[src/verilog/core_types_pkg.sv]
// Datapath widths, register count, operand-select codes and pipeline stage structs
`default_nettype none

package core_types_pkg;

	//////////////////////////////
	// Datapath sizes
	//////////////////////////////

	localparam int data_w  = 32;
	localparam int reg_cnt = 16;

	typedef logic [$clog2(reg_cnt)-1:0] reg_idx_t;
	typedef logic [data_w-1:0]          word_t;

	// Where an operand comes from
	// Immediate is only legal on operand B
	typedef enum logic [1:0] {
		sel_rf  = 2'd0,
		sel_imm = 2'd1,
		sel_ex  = 2'd2,
		sel_wb  = 2'd3
	} opsel_t;

	// ALU functions seen by the execute stage
	typedef enum logic [2:0] {
		alu_add   = 3'd0,
		alu_sub   = 3'd1,
		alu_and   = 3'd2,
		alu_or    = 3'd3,
		alu_xor   = 3'd4,
		alu_sll   = 3'd5,
		alu_passb = 3'd6
	} alu_op_t;

	//////////////////////////////
	// Stage structs
	//////////////////////////////

	// Decoded instruction handed from decode to the operand stage
	typedef struct packed {
		logic     valid;
		alu_op_t  alu_op;
		reg_idx_t rd;
		logic     wr_en;
		opsel_t   sel_a;
		opsel_t   sel_b;
		word_t    simm;
	} issue_t;

	// Destination of an instruction still in flight
	typedef struct packed {
		logic     valid;
		logic     wr_en;
		reg_idx_t rd;
	} dest_t;

	// Completed result leaving the core
	typedef struct packed {
		logic     valid;
		reg_idx_t rd;
		word_t    value;
	} result_t;

endpackage

`default_nettype wire

[src/verilog/isa_pkg.sv]
// Opcodes, ALU function codes and the instruction word with its R and I views
`default_nettype none

package isa_pkg;

	typedef logic [5:0] opcode_t;
	typedef logic [2:0] funct_t;

	// Register fields are five bits wide
	// Only the low four bits address the sixteen registers
	typedef logic [4:0] reg_field_t;

	//////////////////////////////
	// Opcodes
	//////////////////////////////

	// Register-register ALU operation, function taken from funct
	localparam opcode_t op_alu_r = 6'h01;
	// Register-immediate add with a sign-extended imm16
	localparam opcode_t op_alu_i = 6'h02;
	// Any other opcode is a no-op without a register write

	// R-format function codes
	localparam funct_t fn_add   = 3'd0;
	localparam funct_t fn_sub   = 3'd1;
	localparam funct_t fn_and   = 3'd2;
	localparam funct_t fn_or    = 3'd3;
	localparam funct_t fn_xor   = 3'd4;
	localparam funct_t fn_sll   = 3'd5;
	localparam funct_t fn_passb = 3'd6;
	// Code 7 is reserved and decodes as a no-op

	//////////////////////////////
	// Instruction word
	//////////////////////////////

	typedef struct packed {
		opcode_t    opcode;
		reg_field_t rd;
		reg_field_t ra;
		reg_field_t rb;
		funct_t     funct;
		logic [7:0] unused;
	} insn_r_t;

	typedef struct packed {
		opcode_t     opcode;
		reg_field_t  rd;
		reg_field_t  ra;
		logic [15:0] imm16;
	} insn_i_t;

	// Both views share opcode, rd and ra
	// The low half is rb plus funct in R, imm16 in I
	typedef union packed {
		insn_r_t r;
		insn_i_t i;
	} insn_u;

endpackage

`default_nettype wire

[src/verilog/insn_decode.sv]
// Instruction register, field decode and forwarding-select logic
`default_nettype none

module insn_decode (
	input  wire                     clk,
	input  wire                     arst_n,
	input  wire                     insn_valid,
	input  wire isa_pkg::insn_u     insn,
	input  wire                     hold,
	input  wire core_types_pkg::dest_t ex_dest,
	input  wire core_types_pkg::dest_t wb_dest,
	output core_types_pkg::issue_t  issue,
	output core_types_pkg::reg_idx_t ra_addr,
	output core_types_pkg::reg_idx_t rb_addr
);
	import core_types_pkg::*;
	import isa_pkg::*;

	insn_u    insn_q;
	logic     valid_q;
	logic     is_r;
	logic     is_i;
	logic     funct_ok;
	alu_op_t  r_op;
	reg_idx_t rd;

	// Pick the newest producer of a source register
	// Register 0 never forwards since it always reads zero
	function automatic opsel_t fwd_sel(reg_idx_t src, dest_t ex_d, dest_t wb_d);
		if (src != '0 && ex_d.valid && ex_d.wr_en && ex_d.rd == src)
			return sel_ex;
		if (src != '0 && wb_d.valid && wb_d.wr_en && wb_d.rd == src)
			return sel_wb;
		return sel_rf;
	endfunction

	//////////////////////////////
	// Decode register
	//////////////////////////////

	// Frozen by hold, a missing strobe leaves a bubble
	always_ff @(posedge clk or negedge arst_n) begin
		if (!arst_n) begin
			insn_q  <= '0;
			valid_q <= 1'b0;
		end else if (!hold) begin
			valid_q <= insn_valid;
			if (insn_valid)
				insn_q <= insn;
		end
	end

	//////////////////////////////
	// Field decode
	//////////////////////////////

	assign is_r = (insn_q.r.opcode == op_alu_r);
	assign is_i = (insn_q.r.opcode == op_alu_i);

	// Map R-format function code onto the ALU
	always_comb begin
		funct_ok = 1'b1;
		case (insn_q.r.funct)
			fn_add:   r_op = alu_add;
			fn_sub:   r_op = alu_sub;
			fn_and:   r_op = alu_and;
			fn_or:    r_op = alu_or;
			fn_xor:   r_op = alu_xor;
			fn_sll:   r_op = alu_sll;
			fn_passb: r_op = alu_passb;
			default: begin
				r_op     = alu_add;
				funct_ok = 1'b0;
			end
		endcase
	end

	// Shared fields read through the R view
	assign rd      = insn_q.r.rd[3:0];
	assign ra_addr = insn_q.r.ra[3:0];
	assign rb_addr = insn_q.r.rb[3:0];

	always_comb begin
		issue.valid  = valid_q;
		issue.alu_op = is_r ? r_op : alu_add;
		issue.rd     = rd;
		issue.wr_en  = valid_q && (is_i || (is_r && funct_ok));
		issue.sel_a  = fwd_sel(ra_addr, ex_dest, wb_dest);
		// I-format always takes the immediate on B
		issue.sel_b  = is_i ? sel_imm : fwd_sel(rb_addr, ex_dest, wb_dest);
		issue.simm   = {{(data_w-16){insn_q.i.imm16[15]}}, insn_q.i.imm16};
	end

endmodule

`default_nettype wire

[src/verilog/reg_file.sv]
// Sixteen-entry register file with two bypassed read ports and one write port
`default_nettype none

module reg_file (
	input  wire                      clk,
	input  wire                      arst_n,
	input  wire core_types_pkg::reg_idx_t ra_addr,
	input  wire core_types_pkg::reg_idx_t rb_addr,
	input  wire                      wr_en,
	input  wire core_types_pkg::reg_idx_t wr_addr,
	input  wire core_types_pkg::word_t    wr_data,
	output core_types_pkg::word_t    rf_a,
	output core_types_pkg::word_t    rf_b
);
	import core_types_pkg::*;

	word_t regs [reg_cnt];

	// One read port
	// Register 0 is zero, a pending write is seen in the same cycle
	function automatic word_t read_port(reg_idx_t addr);
		if (addr == '0)
			return '0;
		if (wr_en && wr_addr == addr)
			return wr_data;
		return regs[addr];
	endfunction

	// Writes to register 0 are dropped
	always_ff @(posedge clk or negedge arst_n) begin
		if (!arst_n) begin
			for (int i = 0; i < reg_cnt; i++)
				regs[i] <= '0;
		end else if (wr_en && wr_addr != '0) begin
			regs[wr_addr] <= wr_data;
		end
	end

	// Both ports follow the array and the write port as well as the address
	always_comb begin
		rf_a = read_port(ra_addr);
		rf_b = read_port(rb_addr);
	end

endmodule

`default_nettype wire

[src/verilog/operand_mux.sv]
// Operand forwarding multiplexers and the hold-aware operand registers
`default_nettype none

module operand_mux (
	input  wire                    clk,
	input  wire                    arst_n,
	input  wire                    hold,
	input  wire core_types_pkg::issue_t issue,
	input  wire core_types_pkg::word_t  rf_a,
	input  wire core_types_pkg::word_t  rf_b,
	input  wire core_types_pkg::word_t  ex_fwd,
	input  wire core_types_pkg::word_t  wb_fwd,
	output core_types_pkg::word_t  operand_a,
	output core_types_pkg::word_t  operand_b,
	output core_types_pkg::issue_t op_issue
);
	import core_types_pkg::*;

	word_t muxed_a;
	word_t muxed_b;

	//////////////////////////////
	// Forwarding muxes
	//////////////////////////////

	// Operand A never selects the immediate
	always_comb begin
		case (issue.sel_a)
			sel_ex:  muxed_a = ex_fwd;
			sel_wb:  muxed_a = wb_fwd;
			default: muxed_a = rf_a;
		endcase
	end

	always_comb begin
		case (issue.sel_b)
			sel_imm: muxed_b = issue.simm;
			sel_ex:  muxed_b = ex_fwd;
			sel_wb:  muxed_b = wb_fwd;
			default: muxed_b = rf_b;
		endcase
	end

	//////////////////////////////
	// Operand registers
	//////////////////////////////

	// Nothing moves while hold is high
	// A bubble drops valid and keeps the last operands
	always_ff @(posedge clk or negedge arst_n) begin
		if (!arst_n) begin
			operand_a <= '0;
			operand_b <= '0;
			op_issue  <= '0;
		end else if (!hold) begin
			if (issue.valid) begin
				operand_a <= muxed_a;
				operand_b <= muxed_b;
				op_issue  <= issue;
			end else begin
				op_issue.valid <= 1'b0;
			end
		end
	end

endmodule

`default_nettype wire

[src/verilog/alu_exec.sv]
// ALU, execute-result and writeback registers, register-file write and result strobe
`default_nettype none

module alu_exec (
	input  wire                    clk,
	input  wire                    arst_n,
	input  wire                    hold,
	input  wire core_types_pkg::issue_t op_issue,
	input  wire core_types_pkg::word_t  operand_a,
	input  wire core_types_pkg::word_t  operand_b,
	output core_types_pkg::word_t  ex_fwd,
	output core_types_pkg::word_t  wb_fwd,
	output core_types_pkg::dest_t  ex_dest,
	output core_types_pkg::dest_t  wb_dest,
	output logic                   wr_en,
	output core_types_pkg::reg_idx_t wr_addr,
	output core_types_pkg::word_t  wr_data,
	output core_types_pkg::result_t result
);
	import core_types_pkg::*;

	word_t alu_res;
	// Execute-result stage
	dest_t xr_dest_q;
	word_t xr_value_q;
	// Writeback stage
	dest_t wb_dest_q;
	word_t wb_value_q;
	logic  wb_fire;

	//////////////////////////////
	// ALU
	//////////////////////////////

	always_comb begin
		case (op_issue.alu_op)
			alu_add:   alu_res = operand_a + operand_b;
			alu_sub:   alu_res = operand_a - operand_b;
			alu_and:   alu_res = operand_a & operand_b;
			alu_or:    alu_res = operand_a | operand_b;
			alu_xor:   alu_res = operand_a ^ operand_b;
			// Shift amount from the low bits of B only
			alu_sll:   alu_res = operand_a << operand_b[$clog2(data_w)-1:0];
			alu_passb: alu_res = operand_b;
			default:   alu_res = '0;
		endcase
	end

	// Distance-1 consumers take the ALU output directly
	assign ex_fwd  = alu_res;
	assign ex_dest = '{valid: op_issue.valid, wr_en: op_issue.wr_en, rd: op_issue.rd};

	//////////////////////////////
	// Pipeline registers
	//////////////////////////////

	always_ff @(posedge clk or negedge arst_n) begin
		if (!arst_n) begin
			xr_dest_q <= '0;
			wb_dest_q <= '0;
		end else if (!hold) begin
			xr_dest_q <= ex_dest;
			wb_dest_q <= xr_dest_q;
		end
	end

	// Result values only move with a valid instruction
	always_ff @(posedge clk) begin
		if (!hold) begin
			if (op_issue.valid)
				xr_value_q <= alu_res;
			if (xr_dest_q.valid)
				wb_value_q <= xr_value_q;
		end
	end

	// Distance-2 consumers take the execute-result register
	assign wb_fwd  = xr_value_q;
	assign wb_dest = xr_dest_q;

	//////////////////////////////
	// Writeback
	//////////////////////////////

	// Held off during hold so each result strobes exactly once
	assign wb_fire = wb_dest_q.valid && wb_dest_q.wr_en && !hold;

	// Register file sees this write as a bypass for distance 3
	assign wr_en   = wb_fire;
	assign wr_addr = wb_dest_q.rd;
	assign wr_data = wb_value_q;

	assign result = '{valid: wb_fire, rd: wb_dest_q.rd, value: wb_value_q};

endmodule

`default_nettype wire

[src/verilog/mini_core.sv]
// Top level of the three-stage pipeline slice connecting decode, operands, ALU and registers
`default_nettype none

module mini_core (
	input  wire                       clk,
	input  wire                       arst_n,
	input  wire                       insn_valid,
	input  wire isa_pkg::insn_u       insn,
	input  wire                       hold,
	output core_types_pkg::result_t   result
);
	import core_types_pkg::*;

	// Decode to operand stage
	issue_t   issue;
	reg_idx_t ra_addr;
	reg_idx_t rb_addr;
	word_t    rf_a;
	word_t    rf_b;

	// Operand stage to execute
	issue_t   op_issue;
	word_t    operand_a;
	word_t    operand_b;

	// Forwarding paths back from execute
	word_t    ex_fwd;
	word_t    wb_fwd;
	dest_t    ex_dest;
	dest_t    wb_dest;

	// Register-file write port
	logic     wr_en;
	reg_idx_t wr_addr;
	word_t    wr_data;

	//////////////////////////////
	// Stages
	//////////////////////////////

	insn_decode insn_decode_i (
		.clk        (clk),
		.arst_n     (arst_n),
		.insn_valid (insn_valid),
		.insn       (insn),
		.hold       (hold),
		.ex_dest    (ex_dest),
		.wb_dest    (wb_dest),
		.issue      (issue),
		.ra_addr    (ra_addr),
		.rb_addr    (rb_addr)
	);

	reg_file reg_file_i (
		.clk     (clk),
		.arst_n  (arst_n),
		.ra_addr (ra_addr),
		.rb_addr (rb_addr),
		.wr_en   (wr_en),
		.wr_addr (wr_addr),
		.wr_data (wr_data),
		.rf_a    (rf_a),
		.rf_b    (rf_b)
	);

	operand_mux operand_mux_i (
		.clk       (clk),
		.arst_n    (arst_n),
		.hold      (hold),
		.issue     (issue),
		.rf_a      (rf_a),
		.rf_b      (rf_b),
		.ex_fwd    (ex_fwd),
		.wb_fwd    (wb_fwd),
		.operand_a (operand_a),
		.operand_b (operand_b),
		.op_issue  (op_issue)
	);

	alu_exec alu_exec_i (
		.clk       (clk),
		.arst_n    (arst_n),
		.hold      (hold),
		.op_issue  (op_issue),
		.operand_a (operand_a),
		.operand_b (operand_b),
		.ex_fwd    (ex_fwd),
		.wb_fwd    (wb_fwd),
		.ex_dest   (ex_dest),
		.wb_dest   (wb_dest),
		.wr_en     (wr_en),
		.wr_addr   (wr_addr),
		.wr_data   (wr_data),
		.result    (result)
	);

endmodule

`default_nettype wire

[config.mk]
export PLATFORM = sky130hd
export DESIGN_NAME = mini_core
export DESIGN_NICKNAME = d
export VERILOG_FILES = /design/src/verilog/core_types_pkg.sv /design/src/verilog/isa_pkg.sv /design/src/verilog/insn_decode.sv /design/src/verilog/reg_file.sv /design/src/verilog/operand_mux.sv /design/src/verilog/alu_exec.sv /design/src/verilog/mini_core.sv
export SDC_FILE = /design/constraint.sdc
export NUM_CORES = 1
export LEC_CHECK = 0
export BUFFER_PORTS_ARGS = -buffer_cell sky130_fd_sc_hd__clkbuf_2
export CORE_MARGIN = 2
export CORE_UTILIZATION = 50
export DETAILED_ROUTE_END_ITERATION = 8
export PLACE_DENSITY = 0.66
export SLEW_MARGIN = 20
export SYNTH_ARGS = -nofsm -noshare
export SYNTH_HDL_FRONTEND = slang
export SYNTH_HIERARCHICAL = 1
export SYNTH_SLANG_ARGS = --single-unit
[constraint.sdc]
create_clock -name clk -period 6.5 [get_ports clk]
set_clock_uncertainty 0.1 [all_clocks]
set_input_delay 0.325 -clock clk [delete_from_list [all_inputs] [get_ports clk]]
set_output_delay 0.325 -clock clk [all_outputs]
set_load 0.05 [all_outputs]
==> summary.md <==
| Metric | Value |
|---|---|
| CP most frequent cell | `buf_4` |
| Vias | `29800` |
| Die footprint | `89600 um2` |
| TritonCTS clock tree | `yes` |
| Static Leak | `20.4 nW` |
| Sw power | `~4.3 mW` |
| Period utilization | `82.0%` |
| RSZ-0062 raised after global routing | `no` |
| Worst path slowest cell | `nor4_4` |
| Antenna viol nets, final | `0` |
| Post-DP Area | `43700 um2` |
| CTS Buf Count | `77` |
| Req. time, crit path | `6.97 ns` |
| PwrDens | `273 nW/um2` |
| Power Total | `12.7 mW` |
| Grt ovf | `0` |
| DR iter-0 viols | `2751` |
| Syn_nets | `3566` |
| Least-Margin Pin Slew | `~1.1 ns` |
| Worst path arrival time | `5.80 ns` |
| Routed wire length per instance | `28.7 um` |
| Clock Tree Buf Depth | `3` |
| Number of nets in the finished design | `roughly 3400` |
| FF-to-FF Start | `operand_mux_i/operand_b[4]` |
| Placed Cells | `around 4300` |
| Share of cells above drive strength 1 | `between 30% and 40%` |
| Vias per std cell | `~6.6` |
| Crit. End Element | `flop` |
| Global Route Usage Sum | `around 29%` |
| Clock-pin slew on the worst setup and hold paths | `0.06 ns` |
| Netlist Area Pre-Place | `43600 um2` |
| Chip Width | `299 um` |
| Switching share of power | `33.6%` |
| Critical path origin | `operand_mux_i/operand_b[4]` |
| Root Buffer | `clkbuf_16` |
| DR pass1 iterations | `6` |
| FMAX | `0.188 GHz` |
| Area added between synthesis and finish | `6.95%` |
| Slew HR | `approximately a quarter` |
| Vias in the first global route | `30700` |
| Worst path max stage delay | `~0.57 ns` |
| Io pins | `73` |
| Status | `completed` |
| Hold Violations, Final | `0` |
| # setup viols final | `0` |
| Post-CTS setup repair buffer count | `0` |
| CTS Sinks | `between 600 and 700` |
| Cell row count | `108` |
| Non-filler cells, final | `4488` |
| Post-route cell area | `46600 um2` |
| Antenna diodes | `0` |
| Critical path class | `reg -> reg` |
| Largest net degree at the start of global routing | `199` |
| Gp weighted congestion | `1.02` |
| Max Cap Viol | `0` |
| Post-route DRC violation count | `0` |
| Mapped Avg Cell Area | `12.7 um2` |
| Startpoint Class | `flop` |
| Seq pwr share | `39.3%` |
| Clock Power Share | `35.1%` |
| Post-layout min period | `5.33 ns` |
| Crit path max fanout | `24` |
| Initial core utilization | `roughly half` |
| Synth warn | `6` |
| Hold WC Path Type | `in -> reg` |
| Hold path start | `insn_valid` |
| DIE HEIGHT | `299 um` |
| Worst VDD drop | `227 uV` |
| Post-DP HPWL | `83200 um` |
| H-tree depth | `3` |
| Core area | `around 87000 um2` |
| Fin util | `53.8%` |
| Total Wirelength | `129000 um` |
| First-pass GRT wire length | `196000 um` |
| Initial antenna violation count | `2` |
| Final setup TNS | `0 ns` |
| Post-synthesis cell count | `approximately 3400` |
| Worst-path cell chain | `buf_4, or3_4, nor4_4, nand2_1, o21ai_0, xnor2_1, ha_1, nand4_1, o221ai_1, nand3_1, o311ai_2, buf_4, nand3_1, mux2_2, o21ai_0, buf_4, mux2i_1, a211oi_1, a21o_1` |
| Final Max Tran Viols | `0` |
| Buffers added on ports | `70` |
| Gate power share | `25.6%` |
| FILL cells | `between 7000 and 8000` |
| Cell Int Power | `8.45 mW` |
| Worst-skew pair later-pin latency | `between 0.6 and 0.7 ns` |
==> power groups by stage <==
stage	Combinational (mW)	Sequential (mW)	Clock [mW]
after detailed placement	3.17	5.06	0
after CTS	3.20	4.99	4.54
after floorplan	2.40	4.83	0
after global routing	3.47	5.03	4.74
final	3.25	5.00	4.47
after global placement	3.12	5.05	0
==> what timing repair did <==
action,in CTS,in global routing
gates resized for setup,0,0
hold endpoints to repair,135,0
hold buffers,31,0
==> worst max-delay path: cells and delay by family (launching register included) <==
kind | cells | cell delay [ns]
muxes | 2 | 0.33
xor gates and xnor gates | 1 | 0.10
adders and majority gates | 1 | 0.42
AOI/OAI and AO/OA | 6 | 1.62
DFF | 1 | 0.37
buffers and inverters | 3 | 0.66
and+or+nand+nor | 6 | 1.65
==> per-stage QoR <==
step                      setup WS [ns]  hold slack [ns]
final                              1.17            0.194
after global routing              0.830            0.210
after CTS                          1.33            0.159
after detailed placement           1.37            0.283
after global placement             1.46            0.275
after floorplan                    2.27          -0.0706
==> placed cells by master (no fill, tap or decap), types with 18 or more instances in the layout <==
| master | count |
|---|---|
| a211oi_1 | 44 |
| a21o_1 | 47 |
| a21oi_1 | 80 |
| a22o_1 | 34 |
| a22oi_1 | 42 |
| buf_4 | 70 |
| clkbuf_1 | 18 |
| clkbuf_16 | 78 |
| clkbuf_2 | 69 |
| dfrtp_1 | 616 |
| dlygate4sd3_1 | 31 |
| edfxtp_1 | 64 |
| ha_1 | 97 |
| inv_1 | 72 |
| mux2_1 | 31 |
| mux2_2 | 538 |
| mux2i_1 | 238 |
| mux4_1 | 24 |
| mux4_2 | 252 |
| nand2_1 | 165 |
| nand3_1 | 49 |
| nor2_1 | 99 |
| nor3_1 | 29 |
| o21ai_0 | 92 |
| o221ai_1 | 19 |
| o221ai_2 | 24 |
| o22ai_1 | 29 |
| o31ai_2 | 31 |
| xnor2_1 | 45 |
| xor2_1 | 25 |
==> flip-flops by register name, summed over array words and instances (netlist names) <==
signal,count
alu_exec_i/wb_dest_q,2
insn_decode_i/valid_q,1
reg_file_i/regs,512
operand_mux_i/operand_a,32
alu_exec_i/wb_dest,6
alu_exec_i/wr_data,32
alu_exec_i/wr_addr,4
operand_mux_i/operand_b,32
insn_decode_i/insn_q,30
operand_mux_i/op_issue,9
alu_exec_i/wb_fwd,32
==> path summary, 6_finish.rpt <==
| check | to | slack, ns | cells after the start |
|---|---|---|---|
| min in group asynchronous | reg_file_i/regs[258] | 0.24 | 2 |
| worst min register to register | reg_file_i/regs[485] | 0.29 | 0 |
| max in group asynchronous | insn_decode_i/insn_q[12] | 4.49 | 3 |
| worst max-delay path | operand_mux_i/operand_a[23] | 1.17 | 19 |
| worst min-delay path | insn_decode_i/valid_q | 0.19 | 3 |
| worst max register to register | operand_mux_i/operand_a[23] | 1.17 | 19 |
==> cell type report <==
class	count	area, um2	area share [%]
multi-input combinational	2246	23300	50.0
sequential	692	17700	37.9
clock buffer	113	2250	4.83
tap	1155	1450	3.10
timing repair buffer	178	1340	2.88
clock inverter	29	317	0.679
inverter	75	282	0.604
==> routing by layer <==
layer | share of wire [%] | global-route usage, % | vias to the layer above
met5 | 0.010 | 0 | -
met4 | 4.7 | 13.2 | 2
met3 | 7.7 | 4.96 | 300
met2 | 47 | 45.7 | 1315
met1 | 41 | 39.1 | 15600
li1 | - | - | 12500
Power figures use the tool's default switching activity.
